<file path="config.mk">
export PLATFORM = sky130hd
export DESIGN_NAME = eth_regs
export DESIGN_NICKNAME = d
export VERILOG_FILES = /design/src/verilog/eth_pkg.sv /design/src/verilog/eth_regs.sv
export SDC_FILE = /design/constraint.sdc
export NUM_CORES = 1
export LEC_CHECK = 0
export BUFFER_PORTS_ARGS = -buffer_cell sky130_fd_sc_hd__clkbuf_2
export CAP_MARGIN = 0
export CORE_MARGIN = 5
export CORE_UTILIZATION = 42
export DETAILED_ROUTE_END_ITERATION = 6
export PLACE_DENSITY = 0.77
export SETUP_SLACK_MARGIN = 0.2
export SYNTH_ARGS = -nofsm -noshare
export SYNTH_HDL_FRONTEND = slang
export SYNTH_SLANG_ARGS = --single-unit
export TNS_END_PERCENT = 20
</file>
<file path="constraint.sdc">
create_clock -name i_clk_rmii -period 1.6 [get_ports i_clk_rmii]
set_input_delay 0.08 -clock i_clk_rmii [delete_from_list [all_inputs] [get_ports i_clk_rmii]]
set_output_delay 0.08 -clock i_clk_rmii [all_outputs]
set_load 0.01 [all_outputs]
</file>
<file path="src/verilog/eth_pkg.sv">
// Ethernet framing package with address map, register offsets, frame constants and CRC-32 step
package eth_pkg;

   localparam int BUF_AW = 11;                          // Byte address width, 2048 bytes

   localparam logic [47:0] MAC_RESET = 48'h2301_0089_0702;

   localparam logic [7:0] PREAMBLE_BYTE = 8'h55;
   localparam logic [7:0] SFD_BYTE      = 8'hD5;

   localparam int MIN_FRAME = 60;                       // Without FCS
   localparam int IFG_BYTES = 12;

   localparam logic [31:0] CRC_POLY    = 32'hEDB8_8320; // Reflected polynomial
   localparam logic [31:0] CRC_RESIDUE = 32'hC704_DD7B; // Good frame, MSB-first bit order

   // Bus address bits 12:11
   localparam logic [1:0] REGION_RXBUF = 2'd0;
   localparam logic [1:0] REGION_REGS  = 2'd1;
   localparam logic [1:0] REGION_TXBUF = 2'd2;

   // Word offsets, bus address bits 5:2
   localparam logic [3:0] REG_MAC_LO  = 4'd0;
   localparam logic [3:0] REG_CTRL    = 4'd1;
   localparam logic [3:0] REG_TX      = 4'd2;
   localparam logic [3:0] REG_RX_STAT = 4'd6;
   localparam logic [3:0] REG_RX_LEN  = 4'd7;

   // One byte through the CRC register, LSB first
   function automatic logic [31:0] crc32_byte(input logic [31:0] crc, input logic [7:0] data);
      logic [31:0] c;
      c = crc;
      for (int i = 0; i < 8; i++)
      begin
         if (c[0] ^ data[i])
            c = (c >> 1) ^ CRC_POLY;
         else
            c = c >> 1;
      end
      return c;
   endfunction

endpackage

</file>
<file path="src/verilog/eth_regs.sv">
// Register block with bus decode, control and status registers, read mux and interrupt
`timescale 1ns/1ps

module eth_regs
   import eth_pkg::*;
(
   input  logic              i_clk_rmii,
   input  logic              i_rstn,
   input  logic              i_bus_sel,
   input  logic              i_bus_we,
   input  logic [12:0]       i_bus_addr,
   input  logic [31:0]       i_bus_wdata,
   output logic [31:0]       o_bus_rdata,
   output logic              o_rxbuf_en,
   output logic              o_txbuf_en,
   output logic              o_txbuf_we,
   output logic [47:0]       o_mac_addr,
   output logic              o_promiscuous,
   output logic              o_loopback,
   output logic              o_tx_start,
   output logic [BUF_AW-1:0] o_tx_length,
   output logic              o_rx_clear,
   input  logic [31:0]       i_rxbuf_rdata,
   input  logic [31:0]       i_txbuf_rdata,
   input  logic              i_rx_ready,
   input  logic [BUF_AW-1:0] i_rx_length,
   input  logic              i_rx_bad_fcs,
   input  logic              i_tx_busy,
   output logic              o_irq
);

   logic [1:0]  region;
   logic [3:0]  offset;
   logic        reg_wr;
   logic        irq_en;
   logic        rd_q;
   logic [1:0]  rd_region_q;
   logic [3:0]  rd_off_q;
   logic [31:0] reg_rdata;

   assign region = i_bus_addr[12:11];
   assign offset = i_bus_addr[5:2];
   assign reg_wr = i_bus_sel && i_bus_we && region == REGION_REGS;

   assign o_rxbuf_en = i_bus_sel && region == REGION_RXBUF;
   assign o_txbuf_en = i_bus_sel && region == REGION_TXBUF;
   assign o_txbuf_we = o_txbuf_en && i_bus_we;

   always_ff @(posedge i_clk_rmii)
   begin
      if (!i_rstn)
      begin
         o_mac_addr    <= MAC_RESET;
         irq_en        <= 1'b0;
         o_promiscuous <= 1'b0;
         o_loopback    <= 1'b0;
         o_tx_length   <= '0;
         o_tx_start    <= 1'b0;
         o_rx_clear    <= 1'b0;
         o_irq         <= 1'b0;
         rd_q          <= 1'b0;
      end
      else
      begin
         o_tx_start <= reg_wr && offset == REG_TX;
         o_rx_clear <= reg_wr && offset == REG_RX_STAT;
         o_irq      <= i_rx_ready && irq_en;
         rd_q       <= i_bus_sel && !i_bus_we;
         if (reg_wr && offset == REG_MAC_LO)
            o_mac_addr[31:0] <= i_bus_wdata;
         if (reg_wr && offset == REG_CTRL)
         begin
            irq_en            <= i_bus_wdata[31];
            o_promiscuous     <= i_bus_wdata[30];
            o_loopback        <= i_bus_wdata[26];
            o_mac_addr[47:32] <= i_bus_wdata[15:0];
         end
         if (reg_wr && offset == REG_TX)
            o_tx_length <= i_bus_wdata[BUF_AW-1:0];
      end
   end

   // Where the read went, for the cycle its data returns
   always_ff @(posedge i_clk_rmii)
   begin
      rd_region_q <= region;
      rd_off_q    <= offset;
   end

   always_comb
   begin
      case (rd_off_q)
         REG_MAC_LO:  reg_rdata = o_mac_addr[31:0];
         REG_CTRL:    reg_rdata = {irq_en, o_promiscuous, 3'b000, o_loopback, 10'd0,
                                   o_mac_addr[47:32]};
         REG_TX:      reg_rdata = {i_tx_busy, 20'd0, o_tx_length};
         REG_RX_STAT: reg_rdata = {30'd0, o_irq, i_rx_ready};
         REG_RX_LEN:  reg_rdata = {i_rx_bad_fcs, 20'd0, i_rx_length};
         default:     reg_rdata = '0;
      endcase
   end

   always_comb
   begin
      o_bus_rdata = '0;
      if (rd_q)
      begin
         case (rd_region_q)
            REGION_RXBUF: o_bus_rdata = i_rxbuf_rdata;
            REGION_REGS:  o_bus_rdata = reg_rdata;
            REGION_TXBUF: o_bus_rdata = i_txbuf_rdata;
            default:      o_bus_rdata = '0;
         endcase
      end
   end

endmodule

</file>
# Word level (Yosys, flattened, before mapping)
# Cells that the tools add are included.
# totals
register_bits,72
output_inout_bits,99
wordCells,42
inputBits,127
# classes
n_mux,3
n_reduce_logical,16
eq_ne,11
# ops
operator,n
32-bit case mux with 5 select lines,1
32-bit case mux with 3 select lines,1
32-bit 2-to-1 mux,1
"4-bit by 3-bit == test with 1-bit output, second input constant",3
1-bit logical AND,11
"4-bit by 1-bit == test with 1-bit output, second input constant",2
"4-bit by 2-bit == test with 1-bit output, second input constant",2
4-bit logical NOT,2
"2-bit by 1-bit == test with 1-bit output, second input constant",2
"2-bit == test, second input constant",2
2-bit logical NOT,2
1-bit logical NOT,1

# Logic depth before layout (Yosys ltp)
# Gate-level depths: netlist of the first run.
# depth
ltp_word,4
ltp_mapped,6
mapped_depth_nobuf,4

# Worst setup path before layout of the first run
# No wires, ideal clock.
# synth_path
path_type,register to output
startpoint,register rd_region_q[1]
endpoint,output port o_bus_rdata[19]
slack_ns,0.216
required_ns,1.520
stages_incl_launch_ff,7
n_path_buf,2
arrival_time_ns,1.304
cell_sequence,dfxtp_1 -> buf_2 -> nor3b_2 -> and3b_1 -> buf_4 -> a21oi_1 -> nor2_1
# synth_via
elab_chain_len,3
elab_cells_between_ends,5
cone_classes,eq/ne: 2; mux: 2; reduce/logical: 1
# synth_lines
element,line,source
start: declaration,eth_regs.sv:37,logic [1:0] rd_region_q;
start signal: assignment,eth_regs.sv:86,rd_region_q <= region;
2-bit == test (tied with other cells),eth_regs.sv:108,case (rd_region_q)
32-bit case mux with 3 select lines *,eth_regs.sv:108,
32-bit 2-to-1 mux *,eth_regs.sv:106,if (rd_q)
end: declaration,eth_regs.sv:13,"output logic [31:0] o_bus_rdata,"
# Mark *: on every way between the ends. The rest lies on a longest branch, timed or not.

# Worst setup path in the final report of the first run
# layout_path
startpoint,register rd_region_q[1]
endpoint,output port o_bus_rdata[27]
# The elaborated chain is that of the path after synthesis.

==> impl_metrics.ini, run 1 <==
[run_status]
run_status = finished, violations left
violations = negative setup slack

[placed_design]
place_hpwl_um = 9860
place_worst_setup_slack_ps = -20.5
port_buffers = 218
postPlaceCellArea_mm2 = 0.00511
gp_congestion = 0.869

[logic_synthesis]
netlist.area_leader.share_pct = 37.2
postSynth.topFlopCell = sky130_fd_sc_hd__dfxtp_1
mappedNetlistNets = 587
synth_async_sr_flop_share_pct = 0
synth_top_area_cell = sky130_fd_sc_hd__dfxtp_1
mappedNetlistArea_mm2 = 0.00387
synthesis.yosys.warnings = 0
synth.yosys.seq_area_share_pct = 37.2
synth_seq_cells = 72
leading_post_synthesis_cells_by_cell_area = sky130_fd_sc_hd__dfxtp_1 (37%), sky130_fd_sc_hd__mux2i_1 (14%), sky130_fd_sc_hd__nand2_1 (8.9%), sky130_fd_sc_hd__a21boi_2 (6.7%), sky130_fd_sc_hd__a22o_1 (4.5%)
netlist-cell-type-count = 38
most_common_cell_in_the_netlist = sky130_fd_sc_hd__nand2_1
post_synth.cell_area_avg_um2 = 8.42
yosys-top-cells-count = sky130_fd_sc_hd__nand2_1 (92), sky130_fd_sc_hd__dfxtp_1 (72), sky130_fd_sc_hd__mux2i_1 (54)
synthesis.instances = 460
synth_edf_count = 0

[floorplan]
dieHeight_um = 106
ioPinCount = 226
die_w_um = 106
placement_rows = 35
die_area_mm2 = 0.0112
coreArea_mm2 = 0.00911
floorplan.initialDensity_pct = 42.5

[detailed_routing]
dr_total_vias = 4557
post-route-drc-count = 0
drt_pre_antenna_iters = 4
average_wire_per_cell_in_the_routed_design_um = 17.3
first_iter_violations = 247
wirelength_um = 14500
avgViaCountPerCell = 5.43
route.antenna.remaining_nets = 0

[timing]
min_period_ps = 1810
maxSlewHeadroom_pct = 67.3
portion_of_the_clock_cycle_consumed_by_the_worst_path_in_the_final_layout_pct = 113
unrepaired_setup_endpoints_after_global_routing = yes
finalWorstSetupSlack_ps = -213
fmaxAchievable_mhz = 552
tightest_slew_ps = 490
setup-violations-final = 32
hold_slack_final_ps = 20.2
fin_worst_skew_ps = 1.86
maxSlewViolCount = 0
final-hold-violation-count = 0

[hold_path]
hold_path_startpoint = i_rx_ready
number_of_stages_on_the_worst_hold_path = 2
hold_path.class = input port to flip-flop

[critical_path]
crit_start = rd_region_q[1]$_DFF_P_
critical-path-slowest-cell = sky130_fd_sc_hd__dfxtp_4
worst_r2r_startpoint = o_tx_length[3]$_SDFFE_PN0P_
cp_data_arrival_time_ps = 1730
crit_type = flip-flop to output port
worstSetupStartpointType = flip-flop
crit_path_max_cell_delay_ps = 380
cp-end-kind = output port
timing.reg2reg.worst_path_depth = 2
timing.critical_path.cells = nor3b_4 -> and3b_2 -> buf_12 -> a21oi_4 -> nor2_2 -> buf_2
crit_fanout = 7
worst-endpoint-required_ps = 1520

[final_layout]
drive_gt1_share_pct = 43.8
area_delta_synth_final_pct = 54.9
postLayoutCoreUtil_pct = 65.9
layout.cell_area.non_filler_mm2 = 0.00600
antennaDiodeCount = 0
final_net_count = 850

[global_route]
remaining_global_route_overflow = 0
grt_start_max_net_pins = 41
grt_first_pass_wirelength_um = 22300
track_usage_pct = 24.4
first_global_vias = 4550
number_of_antenna_violations_at_the_first_check_in_global_routing = 0

[clock_tree]
clock_sink_count = 72
cts_max_level = 3
worst_setup_hold_path_clk_slew_ps = 80
clock_latency_ps = 330
numCtsBuffers = 9
clock-root-buffer = sky130_fd_sc_hd__clkbuf_8
tritoncts_clock_tree = done
cts-root-to-sink-buffers = 2

[run]
maxCapViolCount = 0

[power]
worst_ir_drop_vdd_uv = 476
total_power_mw = 3.92
power.static_leakage_nw = 2.90
p_per_area_mw_per_mm2 = 652
worst max-delay path: cells and delay by family (launching register included):
kind / cells / cell delay, ps
AOI/OAI and AO/OA: 1 / 50
buffers and inverters: 2 / 300
and+or+nand+nor: 3 / 660
DFF: 1 / 380
metrics by stage:
step / TNS, ps / cells
4_1_cts: -4210 / 832
3_5_place_dp: -27.9 / 770
5_1_grt: -7810 / 839
6_report: -4550 / 839
2_1_floorplan: 0 / 460
3_3_place_gp: 0 / 770
worst paths after layout:
kind	end	slack [ps]
min	o_irq$_SDFF_PN0_	20
max	o_bus_rdata[27]	-210
max reg2reg	o_tx_length[3]$_SDFFE_PN0P_	910
min reg2reg	o_mac_addr[26]$_SDFFE_PN0P_	480
power by group:
part           internal (mW)  total, mW  switching [mW]
logic                  0.374      0.680           0.305
registers               1.80       1.82          0.0189
clock network          0.719       1.41           0.696
cell families (layout without fill, tap and decap cells):
| group | count (synthesis) | after routing | share of synthesized area [%] |
|---|---|---|---|
| AND/OR/NAND/NOR | 184 | 184 | 21.6 |
| AO/OA/AOI/OAI | 108 | 108 | 21.0 |
| flip-flops | 72 | 72 | 37.2 |
| multiplexers | 57 | 57 | 14.8 |
| buffers and inverters | 39 | 307 | 5.33 |
area by class of cell:
type / count / area [µm²]
multi-input combinational: 349 / 2340
clock buffer: 9 / 124
tap: 111 / 139
fill: 735 / 3110
sequential: 72 / 1450
clock inverter: 7 / 72.6
inverter: 1 / 3.75
timing repair buffer: 290 / 1870
metal layers:
layer,vias up,track usage [%],routed length [µm]
met5,-,0,0
met4,0,9.07,248
met3,24,5.95,998
met2,212,43.2,7460
met1,2183,28.3,5770
li1,2138,-,-
flip-flops by register name (all words and copies together), names as in the netlist:
register and count:
o_rx_clear 1, o_tx_start 1, irq_en 1, o_promiscuous 1, o_tx_length 11, o_mac_addr 48, o_loopback 1, o_irq 1
rd_q 1, rd_off_q 4, rd_region_q 2
layout by cell type, fill, tap and decap left out, types with 9 or more instances in the layout:
master / count
sky130_fd_sc_hd__clkbuf_8: 9
sky130_fd_sc_hd__nand3_1: 24
sky130_fd_sc_hd__dfxtp_1: 68
sky130_fd_sc_hd__nand2_1: 90
sky130_fd_sc_hd__dlygate4sd3_1: 41
sky130_fd_sc_hd__mux2i_1: 53
sky130_fd_sc_hd__a22o_1: 20
sky130_fd_sc_hd__nor2_1: 36
sky130_fd_sc_hd__buf_4: 17
sky130_fd_sc_hd__o21ai_0: 12
sky130_fd_sc_hd__a21boi_2: 23
sky130_fd_sc_hd__clkbuf_2: 199
sky130_fd_sc_hd__a21oi_1: 19
sky130_fd_sc_hd__buf_2: 20
sky130_fd_sc_hd__nor2b_1: 11
repair_timing:
| item | CTS | global route |
|---|---|---|
| setup endpoints to repair | 32 | 33 |
| endpoints found under the hold margin | 55 | 0 |
| hold buffers | 41 | 0 |
| cloned | 3 | 1 |
| buffers inserted | 2 | 6 |
| resized for setup | 31 | 33 |
| pin swaps | 9 | 14 |
Power figures use the tool's default switching activity.
==> run 2, diff against run 1 <==
Settings changed: ABC_AREA from default to 1, CTS_CLUSTER_DIAMETER from default to 60, RECOVER_POWER from default to 25.
==> run 2 against run 1 <==
The flow still finishes with violations (negative setup slack). Global-route usage is 3.1 points higher. Largest cell class unchanged. Fmax hardly changed. Clock power is 9.9% higher. Wire length is 15% higher. Register-to-register slack hardly changed. Core utilization is 0.77 points lower. Critical path type unchanged. Clock skew is 1.7 ps lower. Setup slack better by 1.4 ps.
==> impl_metrics.ini, run 2 <==
[timing]
portion_of_the_clock_cycle_consumed_by_the_worst_path_in_the_final_layout_pct = 113
fin_worst_skew_ps = 0.204
maxSlewHeadroom_pct = 35.3
final-hold-violation-count = 0
finalWorstSetupSlack_ps = -211
setup-violations-final = 32
unrepaired_setup_endpoints_after_global_routing = yes
tightest_slew_ps = 970
min_period_ps = 1810
fmaxAchievable_mhz = 552
maxSlewViolCount = 0

[floorplan]
dieHeight_um = 106
die_area_mm2 = 0.0113
ioPinCount = 226
die_w_um = 106
coreArea_mm2 = 0.00911
floorplan.initialDensity_pct = 42.7
placement_rows = 35

[detailed_routing]
post-route-drc-count = 0
dr_total_vias = 5281
route.layer.met1.wl_um = 6330
drt_pre_antenna_iters = 5
wirelength_um = 16700
avgViaCountPerCell = 5.46
met3_routed_wl_um = 1480
met2WireLength_um = 8230
maxUsedRoutingLayer = met4
first_iter_violations = 541
route.antenna.remaining_nets = 0
average_wire_per_cell_in_the_routed_design_um = 17.2

[critical_path]
cp-end-kind = output port
worst-endpoint-required_ps = 1520
crit_start = rd_off_q[3]$_DFF_P_
worst_r2r_startpoint = o_mac_addr[37]$_SDFFE_PN0P_
worstSetupStartpointType = flip-flop
crit_type = flip-flop to output port
crit_fanout = 7
cp_data_arrival_time_ps = 1730

[final_layout]
largest_reg_flops = 48
layout_top_registers = o_mac_addr: 48 flops, o_tx_length: 11 flops, rd_off_q: 4 flops
final_net_count = 978
layout.cell_area.non_filler_mm2 = 0.00593
area_delta_synth_final_pct = 52.6
largest_register_by_flop_count = o_mac_addr
mostFrequentLayoutCell = sky130_fd_sc_hd__clkbuf_2
postLayoutCoreUtil_pct = 65.1
mostFrequentLayoutCells = sky130_fd_sc_hd__clkbuf_2 (158), sky130_fd_sc_hd__nand3_1 (111), sky130_fd_sc_hd__nand2_1 (72)
drive_gt1_share_pct = 34.3

[global_route]
grt_first_pass_wirelength_um = 25000
first_global_vias = 5059
remaining_global_route_overflow = 0
grt_start_max_net_pins = 33
number_of_antenna_violations_at_the_first_check_in_global_routing = 1
track_usage_pct = 27.5

[placed_design]
gp_congestion = 0.887
postPlaceCellArea_mm2 = 0.00511
place_worst_setup_slack_ps = 58.3
port_buffers = 218
place_hpwl_um = 11900

[clock_tree]
clock_latency_ps = 340
numCtsBuffers = 9
clock-root-buffer = sky130_fd_sc_hd__clkbuf_8
cts-root-to-sink-buffers = 2
worst_setup_hold_path_clk_slew_ps = 70
cts_max_level = 3
tritoncts_clock_tree = done
clock_sink_count = 72

[logic_synthesis]
synth_xor_xnor_area_share_pct = 0
post_synth.cell_area_avg_um2 = 6.48
synth_async_sr_flop_share_pct = 0
leading_post_synthesis_cells_by_cell_area = sky130_fd_sc_hd__dfxtp_1 (37%), sky130_fd_sc_hd__nand3_1 (15%), sky130_fd_sc_hd__o21ai_0 (9.0%), sky130_fd_sc_hd__nand2_1 (7.5%), sky130_fd_sc_hd__a21oi_1 (6.6%)
synth-adder-area-share_pct = 0
netlist.area_leader.share_pct = 37.1
synth_compound_gate_area_share_pct = 18.9
multiplexer_fraction_of_the_synthesized_cell_area_pct = 0
synth_seq_cells = 72
synthesis.yosys.warnings = 0
post_synth_and_or_nand_nor_area_fraction_pct = 31.6
most_common_cell_in_the_netlist = sky130_fd_sc_hd__nand3_1
yosys-top-cells-count = sky130_fd_sc_hd__nand3_1 (116), sky130_fd_sc_hd__nand2_1 (78), sky130_fd_sc_hd__dfxtp_1 (72)
synth_top_area_cell = sky130_fd_sc_hd__dfxtp_1
dominant_combinational_cell_family_by_area_after_synthesis = simple AND/OR/NAND/NOR gates
mappedNetlistNets = 727
mappedNetlistArea_mm2 = 0.00389
synthesis.instances = 600
synth.yosys.seq_area_share_pct = 37.1
netlist-cell-type-count = 26
synth_edf_count = 0
postSynth.topFlopCell = sky130_fd_sc_hd__dfxtp_1

[hold_path]
hold_path.class = input port to flip-flop
hold_path_startpoint = i_bus_wdata[25]

[power]
power.static_leakage_nw = 2.79
p_per_area_mw_per_mm2 = 682
total_power_mw = 4.05
worst_ir_drop_vdd_uv = 578

[run_status]
violations = negative setup slack
run_status = finished, violations left

[run]
maxCapViolCount = 0
-- run 2: cell count changes in the layout (fill, tap and decap cells not counted), moves of 22 or more --
cell / delta
sky130_fd_sc_hd__clkbuf_2: -41
sky130_fd_sc_hd__clkbuf_1: +32
sky130_fd_sc_hd__inv_1: +60
sky130_fd_sc_hd__o21ai_0: +45
sky130_fd_sc_hd__nor2_1: +22
sky130_fd_sc_hd__nand3_1: +87
sky130_fd_sc_hd__mux2i_1: -53
sky130_fd_sc_hd__a21oi_1: +28
sky130_fd_sc_hd__a21boi_2: -23
-- run 2: through the flow --
step	instances	hold WS, ps	TNS, ps
6_report	968	1.40	-4720
5_1_grt	968	12.2	-6960
4_1_cts	957	0.0126	-3670
3_5_place_dp	913	219	0
3_3_place_gp	913	214	0
2_1_floorplan	600	108	0
-- run 2: area by class of cell --
| class | instances | area, µm² |
|---|---|---|
| multi-input cells | 415 | 2130 |
| inverters | 67 | 277 |
| clock inverters | 4 | 51.3 |
| clock buffers | 12 | 165 |
| repair buffers | 283 | 1690 |
| well taps | 111 | 139 |
| diodes | 1 | 2.50 |
| repair inverters | 3 | 23.8 |
| fillers | 781 | 3180 |
| flip-flops and latches | 72 | 1460 |
-- run 2: path summary, 6_finish.rpt --
check / to / slack, ps / cells after the start
worst min register to register: o_irq$_SDFF_PN0_ / 450 / 2
worst max-delay path: o_bus_rdata[6] / -210 / 7
worst min-delay path: o_mac_addr[25]$_SDFFE_PN0P_ / 1 / 3
worst max register to register: o_mac_addr[37]$_SDFFE_PN0P_ / 910 / 2
-- run 2: where the power goes --
group,internal [mW],switching [mW],total [mW]
combinational,0.308,0.370,0.678
sequential,1.80,0.0206,1.82
clock,0.849,0.697,1.55
total,2.96,1.09,4.05
-- run 2: repair_timing --
action                                  CTS  global route
gates cloned                              3             5
hold buffers                             20             0
pin swaps                                 6            14
gates resized for setup                  44            76
endpoints found under the setup margin   32            32
buffers inserted                          5             5
hold endpoints to repair                 21             0
-- run 2: critical path, stage by stage (launching register included) --
cell	delay [ps]
sky130_fd_sc_hd__dfxtp_4	360
sky130_fd_sc_hd__nor2_4	130
sky130_fd_sc_hd__buf_12	140
sky130_fd_sc_hd__nand2_8	100
sky130_fd_sc_hd__o21ai_0	250
sky130_fd_sc_hd__o21ai_1	120
sky130_fd_sc_hd__a21oi_1	130
sky130_fd_sc_hd__buf_2	150
-- run 2: routing by layer --
metal  up-vias  GRT usage [%]
met1      2392           32.2
li1       2500              -
met4         0           12.9
met5         -              0
met3        58           6.01
met2       331           47.7
-- run 2: cells by family after synthesis --
family                 Yosys count
DFF                             72
AOI/OAI and AO/OA              141
and+or+nand+nor                274
buffers and inverters          113
