File: src/verilog/eth_pkg.sv
// Ethernet framing package with address map, register offsets, frame constants and CRC-32 step
package eth_pkg;

   localparam int BUF_AW = 11;                          // Byte address width, 2048 bytes

   localparam logic [47:0] MAC_RESET = 48'h2301_0089_0702;

   localparam logic [7:0] PREAMBLE_BYTE = 8'h55;
   localparam logic [7:0] SFD_BYTE      = 8'hD5;

   localparam int MIN_FRAME = 60;                       // Without FCS
   localparam int IFG_BYTES = 12;

   localparam logic [31:0] CRC_POLY    = 32'hEDB8_8320; // Reflected polynomial
   localparam logic [31:0] CRC_RESIDUE = 32'hC704_DD7B; // Good frame, MSB-first bit order

   // Bus address bits 12:11
   localparam logic [1:0] REGION_RXBUF = 2'd0;
   localparam logic [1:0] REGION_REGS  = 2'd1;
   localparam logic [1:0] REGION_TXBUF = 2'd2;

   // Word offsets, bus address bits 5:2
   localparam logic [3:0] REG_MAC_LO  = 4'd0;
   localparam logic [3:0] REG_CTRL    = 4'd1;
   localparam logic [3:0] REG_TX      = 4'd2;
   localparam logic [3:0] REG_RX_STAT = 4'd6;
   localparam logic [3:0] REG_RX_LEN  = 4'd7;

   // One byte through the CRC register, LSB first
   function automatic logic [31:0] crc32_byte(input logic [31:0] crc, input logic [7:0] data);
      logic [31:0] c;
      c = crc;
      for (int i = 0; i < 8; i++)
      begin
         if (c[0] ^ data[i])
            c = (c >> 1) ^ CRC_POLY;
         else
            c = c >> 1;
      end
      return c;
   endfunction

endpackage

File: src/verilog/rmii_rx.sv
// RMII receive deserializer with preamble and SFD alignment and loopback select
`timescale 1ns/1ps

module rmii_rx
   import eth_pkg::*;
(
   input  logic       i_clk_rmii,
   input  logic       i_rstn,
   input  logic [1:0] i_rxd,
   input  logic       i_crs_dv,
   input  logic       i_loopback,
   input  logic [1:0] i_txd,
   input  logic       i_tx_en,
   output logic [7:0] o_rx_byte,
   output logic       o_rx_byte_stb,
   output logic       o_rx_frame_end
);

   logic [1:0]  rxd_q;
   logic        dv_q;
   logic [15:0] window;                                 // Newest dibit at the top
   logic [15:0] win_nxt;
   logic        in_frame;
   logic [1:0]  dibit_cnt;

   assign win_nxt = {rxd_q, window[15:2]};

   always_ff @(posedge i_clk_rmii)
   begin
      rxd_q <= i_loopback ? i_txd : i_rxd;              // PHY pins or own transmitter
      if (in_frame && dv_q && dibit_cnt == 2'd3)
         o_rx_byte <= win_nxt[15:8];
   end

   always_ff @(posedge i_clk_rmii)
   begin
      if (!i_rstn)
      begin
         dv_q           <= 1'b0;
         window         <= '0;
         in_frame       <= 1'b0;
         dibit_cnt      <= '0;
         o_rx_byte_stb  <= 1'b0;
         o_rx_frame_end <= 1'b0;
      end
      else
      begin
         dv_q           <= i_loopback ? i_tx_en : i_crs_dv;
         o_rx_byte_stb  <= 1'b0;
         o_rx_frame_end <= 1'b0;
         if (!dv_q)
         begin
            window         <= '0;
            dibit_cnt      <= '0;
            in_frame       <= 1'b0;
            o_rx_frame_end <= in_frame;                 // Carrier gone
         end
         else
         begin
            window <= win_nxt;
            if (!in_frame)
            begin
               if (win_nxt == {SFD_BYTE, PREAMBLE_BYTE})
                  in_frame <= 1'b1;
               dibit_cnt <= '0;
            end
            else
            begin
               dibit_cnt <= dibit_cnt + 2'd1;
               if (dibit_cnt == 2'd3)
                  o_rx_byte_stb <= 1'b1;
            end
         end
      end
   end

   // Bytes cannot arrive faster than four dibits apart
   a_stb_spacing: assert property (@(posedge i_clk_rmii) disable iff (!i_rstn)
      o_rx_byte_stb |=> !o_rx_byte_stb [*3]);

endmodule

File: config.mk
export PLATFORM = sky130hd
export DESIGN_NAME = rmii_rx
export DESIGN_NICKNAME = d
export VERILOG_FILES = /design/src/verilog/eth_pkg.sv /design/src/verilog/rmii_rx.sv
export SDC_FILE = /design/constraint.sdc
export NUM_CORES = 1
export LEC_CHECK = 0
export BUFFER_PORTS_ARGS = -buffer_cell sky130_fd_sc_hd__buf_2
export CAP_MARGIN = 20
export CORE_AREA = 4 4 57 59
export CTS_BUF_LIST = sky130_fd_sc_hd__clkbuf_8
export DETAILED_ROUTE_END_ITERATION = 10
export DIE_AREA = 0 0 61 63
export SETUP_SLACK_MARGIN = 0.15
export SLEW_MARGIN = 20
export SYNTH_ARGS = -nofsm -noshare
export SYNTH_HDL_FRONTEND = slang
export SYNTH_SLANG_ARGS = --single-unit
File: constraint.sdc
create_clock -name i_clk_rmii -period 1.3 [get_ports i_clk_rmii]
set_input_delay 0.065 -clock i_clk_rmii [delete_from_list [all_inputs] [get_ports i_clk_rmii]]
set_output_delay 0.065 -clock i_clk_rmii [all_outputs]
set_load 0.03 [all_outputs]
* Yosys cells after proc, flatten, opt, wreduce, memory -nomap -nowiden
Index checks and enable logic that the tools add are counted.
** Cells by class
- Add/subtract/negate cells :: 1
- Equality and inequality tests :: 2
- Mux-type cells :: 5
- Bitwise logic cells :: 1
- Reductions and logical operators :: 5
** Operator list (count)
- $eq 16x16->1 const B :: 1
- $mux 1 :: 4
- $reduce_and 3->1 :: 1
- $add 2x1->2 const B :: 1
- $eq 2x2->1 const B :: 1
- $logic_and 1x1->1 :: 2
- $mux 2 :: 1
- $reduce_and 2->1 :: 1
- $reduce_or 2->1 :: 1
- $not 1->1 :: 1
** Storage, ports and cells
- Bits in registers :: 32
- Input bits :: 9

* Logic depth before layout (Yosys ltp)
Gate-level depths: netlist (run 1).
- Depth in word-level cells :: 3
- Gate-level depth with buffers :: 3
- Mapped depth without buffers :: 3

* Worst setup path after synthesis (run 1)
OpenSTA, ideal clock, no wires.
- Path type :: reg-to-reg
- Start :: reg dibit_cnt[0]
- End :: reg o_rx_byte[0], enable pin
- Library setup time :: 0.332 ns
- Arrival time :: 0.769 ns
- Data required time :: 0.968 ns
- Setup slack :: 0.200 ns
- Cell stages (with the launch flop) :: 3
- Clock period less this slack :: 1.100 ns
- Path through :: dfxtp_1 ha_1 and3_1
** Between the ends
- Cells in the longest elaborated chain, start to end :: 2
** RTL lines
- start, declared :: RTL line rmii_rx.sv:24 : logic [1:0] dibit_cnt;
- start signal, assigned :: RTL line rmii_rx.sv:69 : dibit_cnt <= dibit_cnt + 2'd1;
- $eq 2x2->1 :: RTL line rmii_rx.sv:31 : if (in_frame && dv_q && dibit_cnt == 2'd3)
- $logic_and 1x1->1 :: RTL line rmii_rx.sv:31
- end signal, assigned :: RTL line rmii_rx.sv:32 : o_rx_byte <= win_nxt[15:8];
- end, declared :: RTL line rmii_rx.sv:14 : output logic [7:0] o_rx_byte,
Every way passes these cells.
A chain may end at the register's enable or synchronous reset.

* Worst setup path after layout (run 1)
- Start :: reg dibit_cnt[0]
- End :: reg o_rx_byte[6], enable pin
The elaborated chain is that of the path after synthesis.

==> results of run 1 <==
## cells in the final DEF, fill, tap and decap left out, types with 2 or more instances in the layout
cell / synthesis / layout
and3_1: 10 / 9
and3_2: 5 / 5
and3_4: 1 / 2
buf_2: 1 / 18
clkbuf_8: 0 / 5
dfxtp_1: 22 / 22
edfxtp_1: 8 / 8
inv_1: 2 / 3
mux2_2: 2 / 2
nor2_1: 3 / 3
nor2b_1: 2 / 2
## critical path: cells and delay by family (launching register included)
kind | cells | cell delay, ns
and+or+nand+nor | 1 | 0.25
adders and majority gates | 1 | 0.17
DFF | 1 | 0.34
## how the worst max path moves through the flow
stage / cells after the start / slack [ns] / endpoint / from
finish: 2 / 0.24 / o_rx_byte[6] / dibit_cnt[0]
global route: 2 / 0.18 / o_rx_byte[1] / dibit_cnt[0]
CTS: 2 / 0.17 / o_rx_byte[2] / dibit_cnt[0]
detailed placement: 2 / 0.08 / o_rx_byte[2] / dibit_cnt[0]
global placement: 2 / 0.13 / o_rx_byte[6] / dibit_cnt[0]
floorplan: 2 / 0.20 / o_rx_byte[0] / dibit_cnt[0]
## state kept, by name (all words and copies together) (netlist names)
register and cells:
o_rx_byte 8, o_rx_frame_end 1, o_rx_byte_stb 1, in_frame 1
rxd_q 2, dibit_cnt 2, dv_q 1, window 14
## metal layers
metal	track usage	up-vias	wire length, µm
met1	0.0904	243	600
li1	-	281	-
met2	0.120	22	611
met4	0.0705	0	27
met3	0.0475	4	140
met5	0	-	0
## cells by family (layout without fill, tap and decap cells)
| logic type | after synthesis | in the layout | share of synthesized area |
|---|---|---|---|
| buf+inv | 4 | 29 | 0.0186 |
| compound gates | 1 | 1 | 0.00532 |
| flops | 30 | 30 | 0.724 |
| simple gates | 27 | 27 | 0.204 |
| fa+ha+maj | 1 | 1 | 0.0133 |
| mux | 3 | 3 | 0.0346 |
## synth_stat cells
master	n
buf_2	1
nor2b_1	2
nor2_1	3
and4bb_2	1
clkbuf_2	1
inv_1	2
and3_2	5
dfxtp_1	22
nand4_1	1
nand3_2	1
nor4_2	1
mux2i_1	1
nand3_1	1
mux2_2	2
and3_4	1
and3b_2	1
o21ai_1	1
edfxtp_1	8
and3_1	10
ha_1	1
## stage by stage
step | utilization | hold WS (ns) | setup WS, ns
after floorplan | - | 0.209 | 0.200
after global placement | 0.393 | 0.295 | 0.132
after detailed placement | 0.393 | 0.293 | 0.0773
after CTS | 0.424 | 0.0114 | 0.173
after global routing | 0.425 | 0.0223 | 0.181
final | 0.425 | 0.0189 | 0.242
## final cells by class
cell class,count,area share
flip-flops and latches,30,0.591
multi-input cells,32,0.214
repair buffers,19,0.0847
clock buffers,5,0.0597
well taps,31,0.0337
clock inverters,3,0.0109
inverters,2,0.00651
## power groups by stage
stage | Combinational, mW | Clock, mW | Sequential, mW
finish | 0.0388 | 0.659 | 0.972
global placement | 0.0390 | 0 | 0.992
global route | 0.0436 | 0.715 | 0.973
floorplan | 0.0180 | 0 | 0.991
detailed placement | 0.0393 | 0 | 0.992
CTS | 0.0401 | 0.682 | 0.972
==> results.sh, run 1 <==
export IMPL_status="complete, no violations"
export IMPL_post_cts_buffers=0
export IMPL_routed_wl_mm=1.38
export IMPL_grt_pass1_wl_mm=2.29
export IMPL_path_max_fanout=8
export IMPL_synth_seq_area_share=0.724
export IMPL_ios=19
export IMPL_antenna_found_initial=0
export IMPL_max_freq_ghz=0.945
export IMPL_grt_max_degree=18
export IMPL_clock_path_buffers=2
export IMPL_die_area_um2=3840
export IMPL_gp_congestion=0.691
export IMPL_cpPeakStageDelay_ns=0.34
export IMPL_drtIter0Drc=6
export IMPL_first_pass_iters=3
export IMPL_start_kind="register"
export IMPL_clock_power_share=0.395
export IMPL_grt_pass1_vias=543
export IMPL_dr_total_vias=550
export IMPL_mappedNetlistNets=76
export IMPL_dieWidth_um=61
export IMPL_finClkSkew_ns=0.00160
export IMPL_rsz0062_at_grt="false"
export IMPL_drive_gt1_frac=0.418
export IMPL_switchingPower_uw=325
export IMPL_seqPwrFrac=0.582
export IMPL_synth_avg_cell_area_um2=14.2
export IMPL_dpl_cell_area_um2=1070
export IMPL_cellInternalPower_mw=1.34
export IMPL_hold_class="input pin to register"
export IMPL_min_to="rxd_q[0]"
export IMPL_post_drt_wl_per_cell_um=11.3
export IMPL_grtUsageTotal=0.0857
export IMPL_ctsRootBufferMaster="clkbuf_8"
export IMPL_r2r_start="dibit_cnt[0]"
export IMPL_multi_input_area_um2=246
export IMPL_reg2reg_to="o_rx_byte[6]"
export IMPL_final_cell_area_um2=1150
export IMPL_antenna_left=0
export IMPL_worstSkewPairLatency_ns=0.27
export IMPL_r2r_cells=2
export IMPL_htree_num_levels=2
export IMPL_worstHoldPathCells=2
export IMPL_setup_tns_ns=0
export IMPL_synth_top_cell_area_share=0.469
export IMPL_synth_area_um2=940
export IMPL_period_share=0.814
export IMPL_die_y_um=63
export IMPL_area_growth_pct=22.6
export IMPL_hold_viol_final=0
export IMPL_drc=0
export IMPL_critPathKind="register to register"
export IMPL_vias_per_cell=4.51
export IMPL_synth_area_leader_cell="dfxtp_1"
export IMPL_critPathSlowestCell="dfxtp_1"
export IMPL_final_nets=100
export IMPL_tightest_slew_ns=0.225
export IMPL_synth_warnings=0
export IMPL_comb_power_share=0.023
export IMPL_num_rows=19
export IMPL_p_sw_frac=0.195
export IMPL_cts_resized=1
export IMPL_peakVddDrop_uv=835
export IMPL_synth_cell_type_count=20
export IMPL_fin_cells=122
export IMPL_ys_seq_elements=30
export IMPL_min_delay_start="i_rxd[0]"
export IMPL_yosys_top_cells_area="dfxtp_1, edfxtp_1, and3_1"
export IMPL_core_area_um2=2710
export IMPL_critPathCaptureType="register"
export IMPL_p_leak_nw=0.541
export IMPL_cts_sinks=30
export IMPL_cts_tree="built"
export IMPL_cellPowerDensity_nw_per_um2=1450
export IMPL_report_final_slew_viol_count=0
export IMPL_setup_viol=0
export IMPL_seq_area_um2=681
export IMPL_clk_pin_slew_ns=0.06
export IMPL_crit_chain="ha_1 > and3_4"
export IMPL_r2r_setup_slack_ns=0.24
export IMPL_arrival_ns=1.04
export IMPL_hold_buffers=0
export IMPL_fill_cells=266
export IMPL_start_util=0.347
export IMPL_syn_inst=66
export IMPL_slew_headroom=0.850
export IMPL_antenna_cells=0
export IMPL_final_min_clock_period_ns=1.06
export IMPL_port_buffers=18
export IMPL_max_cap_viol_count=0
export IMPL_cts_made_buffers=5
export IMPL_p_total_mw=1.67
export IMPL_required_ns=1.28
export IMPL_gr_total_overflow=0
export IMPL_dp_cells=114
No activity file was read; power rests on OpenSTA's default activity.
==> run 2, diff against run 1 <==
==> constraint.sdc (replaced) <==
create_clock -name i_clk_rmii -period 0.9 [get_ports i_clk_rmii]
set_input_delay 0.045 -clock i_clk_rmii [delete_from_list [all_inputs] [get_ports i_clk_rmii]]
set_output_delay 0.045 -clock i_clk_rmii [all_outputs]
set_load 0.03 [all_outputs]
==> run 2 against run 1 <==
  * The flow now finishes with violations (hold timing, setup timing)
  * Sequential share of layout area down 9.7 points
  * Maximum frequency up 6.0%
  * Clock skew up 0.0045 ns
  * Hold slack worse by 0.024 ns
  * Wire length up 21%
  * Final area up 21%
  * Worst setup slack worse by 0.34 ns
  * Utilization up 9.1 points
  * Combinational power rose to 2.6 times the previous value
  * Non-clock buffer count up 8
==> results.sh, run 2 (synthesis results as in run 1) <==
export IMPL_antenna_left=0
export IMPL_final_cell_area_um2=1400
export IMPL_setup_tns_ns=-0.781
export IMPL_critPathCaptureType="register"
export IMPL_required_ns=0.88
export IMPL_grtUsageTotal=0.101
export IMPL_num_rows=19
export IMPL_drtIter0Drc=3
export IMPL_first_pass_iters=2
export IMPL_seq_area_um2=691
export IMPL_path_max_fanout=8
export IMPL_rsz0062_at_grt="true"
export IMPL_violations="hold timing, setup timing"
export IMPL_hold_viol_final=2
export IMPL_clk_pin_slew_ns=0.06
export IMPL_gr_total_overflow=0
export IMPL_htree_num_levels=2
export IMPL_ios=19
export IMPL_core_area_um2=2710
export IMPL_setup_viol=9
export IMPL_drive_gt1_frac=0.657
export IMPL_routed_wl_mm=1.68
export IMPL_multi_input_area_um2=329
export IMPL_status="complete, but fails checks"
export IMPL_clock_path_buffers=2
export IMPL_drc=0
export IMPL_top_regs="window x14, o_rx_byte x8"
export IMPL_largest_register_ffs=14
export IMPL_dr_total_vias=599
export IMPL_final_core_utilization=0.517
export IMPL_worstSkewPairLatency_ns=0.28
export IMPL_critPathKind="register to register"
export IMPL_max_cap_viol_count=0
export IMPL_die_area_um2=3840
export IMPL_dp_hpwl_mm=1.10
export IMPL_post_drt_wl_per_cell_um=12.9
export IMPL_dieWidth_um=61
export IMPL_antenna_found_initial=0
export IMPL_tightest_slew_ns=0.202
export IMPL_cts_sinks=30
export IMPL_finClkSkew_ns=0.00610
export IMPL_area_growth_pct=49.0
export IMPL_period_share=1.11
export IMPL_crit_chain="ha_4 > and3_4"
export IMPL_vias_per_cell=4.61
export IMPL_peakVddDrop_uv=1070
export IMPL_slew_headroom=0.864
export IMPL_report_final_slew_viol_count=0
export IMPL_final_min_clock_period_ns=0.997
export IMPL_port_buffers=18
export IMPL_top_register="window"
export IMPL_start_kind="register"
export IMPL_cts_made_buffers=5
export IMPL_antenna_cells=0
export IMPL_place_ws_ns=-0.104
export IMPL_arrival_ns=0.98
export IMPL_die_y_um=63
export IMPL_cts_tree="built"
export IMPL_ctsRootBufferMaster="clkbuf_8"
export IMPL_hold_class="input pin to register"
export IMPL_fill_cells=248
export IMPL_hold_ws_ns=-0.00523
export IMPL_gp_congestion=0.636
export IMPL_setup_ws_ns=-0.0974
export IMPL_p_leak_nw=0.582
export IMPL_cellPowerDensity_nw_per_um2=1840
export IMPL_layout_common_cells="buf_6, dfxtp_1, and3_4"
export IMPL_start_util=0.347
export IMPL_final_nets=108
export IMPL_max_freq_ghz=1.00
export IMPL_dpl_cell_area_um2=1120
export IMPL_grt_pass1_wl_mm=2.72
export IMPL_grt_max_degree=15
export IMPL_critPathSlowestCell="dfxtp_2"
export IMPL_cpPeakStageDelay_ns=0.34
export IMPL_grt_pass1_vias=595
run 2: path summary, 6_finish.rpt:
path         cells after the start         start            to  slack, ns
min reg2reg                      1  dibit_cnt[0]  dibit_cnt[0]       0.42
max                              2  dibit_cnt[0]  o_rx_byte[6]       -0.1
min                              2      i_rxd[1]      rxd_q[1]     -0.005
max reg2reg                      2  dibit_cnt[0]  o_rx_byte[6]       -0.1
run 2: routing by layer:
| layer | GRT usage | routed length [µm] |
|---|---|---|
| met1 | 0.104 | 655 |
| met2 | 0.154 | 845 |
| met3 | 0.0558 | 138 |
| met4 | 0.0650 | 37 |
| met5 | 0 | 0 |
run 2: worst max-delay path, delay by kind of cell, from the launching register on:
kind          cells  cell delay [ns]
fa+ha+maj         1             0.12
flops             1             0.34
simple gates      1             0.24
run 2: layout make-up:
class,count,share of cell area
flip-flops and latches,30,0.493
multi-input cells,32,0.235
repair buffers,27,0.173
clock buffers,6,0.0590
well taps,31,0.0277
clock inverters,2,0.00626
inverters,2,0.00536
run 2: per-stage QoR:
stage	cells	total power, mW	hold WS [ns]
2_1_floorplan	66	1.46	0.189
5_1_grt	130	2.69	-0.0111
4_1_cts	127	2.58	-0.0109
3_5_place_dp	118	1.50	0.277
6_report	130	2.58	-0.00523
3_3_place_gp	118	1.50	0.277
run 2: power by group:
part | total [mW] | internal (mW) | switching [mW] | leakage (nW)
clock | 1.07 | 0.603 | 0.463 | 0.0524
sequential | 1.41 | 1.39 | 0.0141 | 0.269
combinational | 0.102 | 0.0630 | 0.0390 | 0.261
run 2: what timing repair did:
item                                    4_1_cts  5_1_grt
buffers inserted                              0        3
gates resized for setup                      33       13
gates cloned                                  1        0
pin swaps                                     3        2
hold endpoints to repair                      2        2
endpoints found under the setup margin       30       29
==> run 3, diff against run 2 <==
--- a/config.mk
+++ b/config.mk
@@ -7,10 +7,11 @@
 export LEC_CHECK = 0
 export BUFFER_PORTS_ARGS = -buffer_cell sky130_fd_sc_hd__buf_2
 export CAP_MARGIN = 20
-export CORE_AREA = 4 4 57 59
+export CORE_AREA = 4 4 50 52
 export CTS_BUF_LIST = sky130_fd_sc_hd__clkbuf_8
 export DETAILED_ROUTE_END_ITERATION = 10
-export DIE_AREA = 0 0 61 63
+export DIE_AREA = 0 0 54 56
+export PLACE_DENSITY = 0.71
 export SETUP_SLACK_MARGIN = 0.15
 export SLEW_MARGIN = 20
 export SYNTH_ARGS = -nofsm -noshare
==> run 3 against run 2 <==
  * The run ends with setup timing left
  * Highest routed layer is now met3
  * Critical path depth did not move
  * Clock skew decreased by 0.00060 ns
  * Critical path type unchanged
  * Total power shrank 5.1%
  * Utilization grew 8.9 points
==> results.sh, run 3 (synthesis results as in run 1) <==
export IMPL_r2r_start="dibit_cnt[1]"
export IMPL_peakVddDrop_uv=1280
export IMPL_fill_cells=169
export IMPL_violations="setup timing"
export IMPL_top_regs="window x14, o_rx_byte x8"
export IMPL_rsz0062_at_grt="true"
export IMPL_clock_power_share=0.397
export IMPL_area_growth_pct=35.7
export IMPL_critPathSlowestCell="dfxtp_2"
export IMPL_routed_wl_mm=1.37
export IMPL_final_core_utilization=0.605
export IMPL_crit_buf_inv=0
export IMPL_slew_headroom=0.872
export IMPL_clk_pin_slew_ns=0.06
export IMPL_switchingPower_uw=488
export IMPL_worstSetupPathDepth=2
export IMPL_period_share=1.11
export IMPL_arrival_ns=0.97
export IMPL_r2r_setup_slack_ns=-0.1
export IMPL_critPathKind="register to register"
export IMPL_num_rows=17
export IMPL_cpPeakStageDelay_ns=0.34
export IMPL_top_register="window"
export IMPL_drive_gt1_frac=0.538
export IMPL_largest_register_ffs=14
export IMPL_multi_input_area_um2=279
export IMPL_comb_power_share=0.028
export IMPL_required_ns=0.87
export IMPL_max_cap_viol_count=0
export IMPL_tightest_slew_ns=0.190
export IMPL_cellInternalPower_mw=1.96
export IMPL_final_min_clock_period_ns=0.998
export IMPL_die_area_um2=3020
export IMPL_ios=19
export IMPL_htree_num_levels=2
export IMPL_grtUsageTotal=0.113
export IMPL_cts_sinks=30
export IMPL_cp_endpoint="o_rx_byte[7]"
export IMPL_status="complete, but fails checks"
export IMPL_gr_total_overflow=0
export IMPL_seq_area_um2=688
export IMPL_seqPwrFrac=0.575
export IMPL_p_total_mw=2.45
export IMPL_dp_hpwl_um=940
export IMPL_antenna_cells=0
export IMPL_hold_class="input pin to register"
export IMPL_grt_pass1_vias=557
export IMPL_hold_ws_ns=0.00572
export IMPL_path_delay_family="flip-flops"
export IMPL_die_y_um=56
export IMPL_p_leak_nw=0.567
export IMPL_grt_pass1_wl_mm=2.37
export IMPL_port_buffers=18
export IMPL_r2r_cells=2
export IMPL_setup_ws_ns=-0.0981
export IMPL_antenna_found_initial=0
export IMPL_vias_per_cell=4.66
export IMPL_worstSkewPairLatency_ns=0.27
export IMPL_drc=0
export IMPL_dieWidth_um=54
export IMPL_max_freq_ghz=1.00
export IMPL_post_cts_buffers=0
export IMPL_setup_viol=8
export IMPL_path_max_fanout=8
export IMPL_gp_congestion=0.757
export IMPL_cts_tree="built"
export IMPL_antenna_left=0
export IMPL_finClkSkew_ns=0.00550
export IMPL_cts_made_buffers=5
export IMPL_reg2reg_to="o_rx_byte[7]"
export IMPL_cellPowerDensity_nw_per_um2=1920
export IMPL_start_kind="register"
export IMPL_final_nets=102
export IMPL_layout_common_cells="dfxtp_1, buf_6, and3_1"
export IMPL_dr_total_vias=564
export IMPL_ctsRootBufferMaster="clkbuf_8"
export IMPL_report_final_slew_viol_count=0
export IMPL_post_drt_wl_per_cell_um=11.4
export IMPL_layout_commonest_cell="dfxtp_1"
export IMPL_first_pass_iters=4
export IMPL_startpoint="dibit_cnt[1]"
export IMPL_grt_max_degree=15
export IMPL_hold_viol_final=0
export IMPL_core_area_um2=2110
export IMPL_critPathCaptureType="register"
export IMPL_clock_path_buffers=2
export IMPL_start_util=0.446
export IMPL_fin_cells=121
export IMPL_crit_chain="ha_4 > and3_4"
export IMPL_p_sw_frac=0.200
export IMPL_dp_cells=113
export IMPL_drtIter0Drc=10
-- run 3: routing by layer --
layer / vias to the layer above / wire length (µm) / part of all wire / global-route usage
met5: - / 0 / 0 / 0
met4: 0 / 0 / 0 / 0.0534
met3: 0 / 84 / 0.061 / 0.0724
li1: 288 / - / - / -
met1: 260 / 593 / 0.43 / 0.128
met2: 16 / 696 / 0.51 / 0.163
-- run 3: stage by stage --
step / worst slack [ns] / setup TNS [ns] / instance area, µm²
after floorplan: -0.0569 / -0.456 / 961
after global placement: -0.0832 / -0.665 / 1100
after detailed placement: -0.0982 / -0.784 / 1100
after CTS: -0.105 / -0.795 / 1260
after global routing: -0.130 / -1.03 / 1270
final: -0.0981 / -0.740 / 1270
-- run 3: power groups by stage --
stage | clock network [mW] | registers, mW | logic (mW)
3_5_place_dp | 0 | 1.43 | 0.0635
2_1_floorplan | 0 | 1.43 | 0.0260
6_report | 0.971 | 1.41 | 0.0683
5_1_grt | 1.07 | 1.41 | 0.0769
3_3_place_gp | 0 | 1.43 | 0.0613
4_1_cts | 0.995 | 1.41 | 0.0669
-- run 3: layout make-up --
type	count	area share
clock inverter	3	0.0108
tap	28	0.0275
inverter	2	0.00589
clock buffer	5	0.0540
multi-input combinational	32	0.219
timing repair buffer	21	0.143
sequential	30	0.540
-- run 3: worst reg2reg max path, stage by stage, from the launching register on --
cell and delay, ns:
dfxtp_2 0.34, ha_4 0.13, and3_4 0.24
-- run 3: timing repair --
| item | 4_1_cts | 5_1_grt |
|---|---|---|
| pin swaps | 2 | 4 |
| resized for setup | 25 | 4 |
| endpoints found under the setup margin | 25 | 25 |
| hold endpoints to repair | 1 | 0 |
-- run 3: how the worst min path moves through the flow --
stage                   from  slack, ns        to  depth (start not counted)
floorplan           i_rxd[0]       0.19  rxd_q[0]                          1
global placement    i_txd[1]       0.28  rxd_q[1]                          2
detailed placement  i_rxd[0]       0.28  rxd_q[0]                          2
CTS                 i_rxd[0]    -0.0004  rxd_q[0]                          2
global route        i_rxd[0]       0.01  rxd_q[0]                          2
finish              i_rxd[0]      0.006  rxd_q[0]                          2
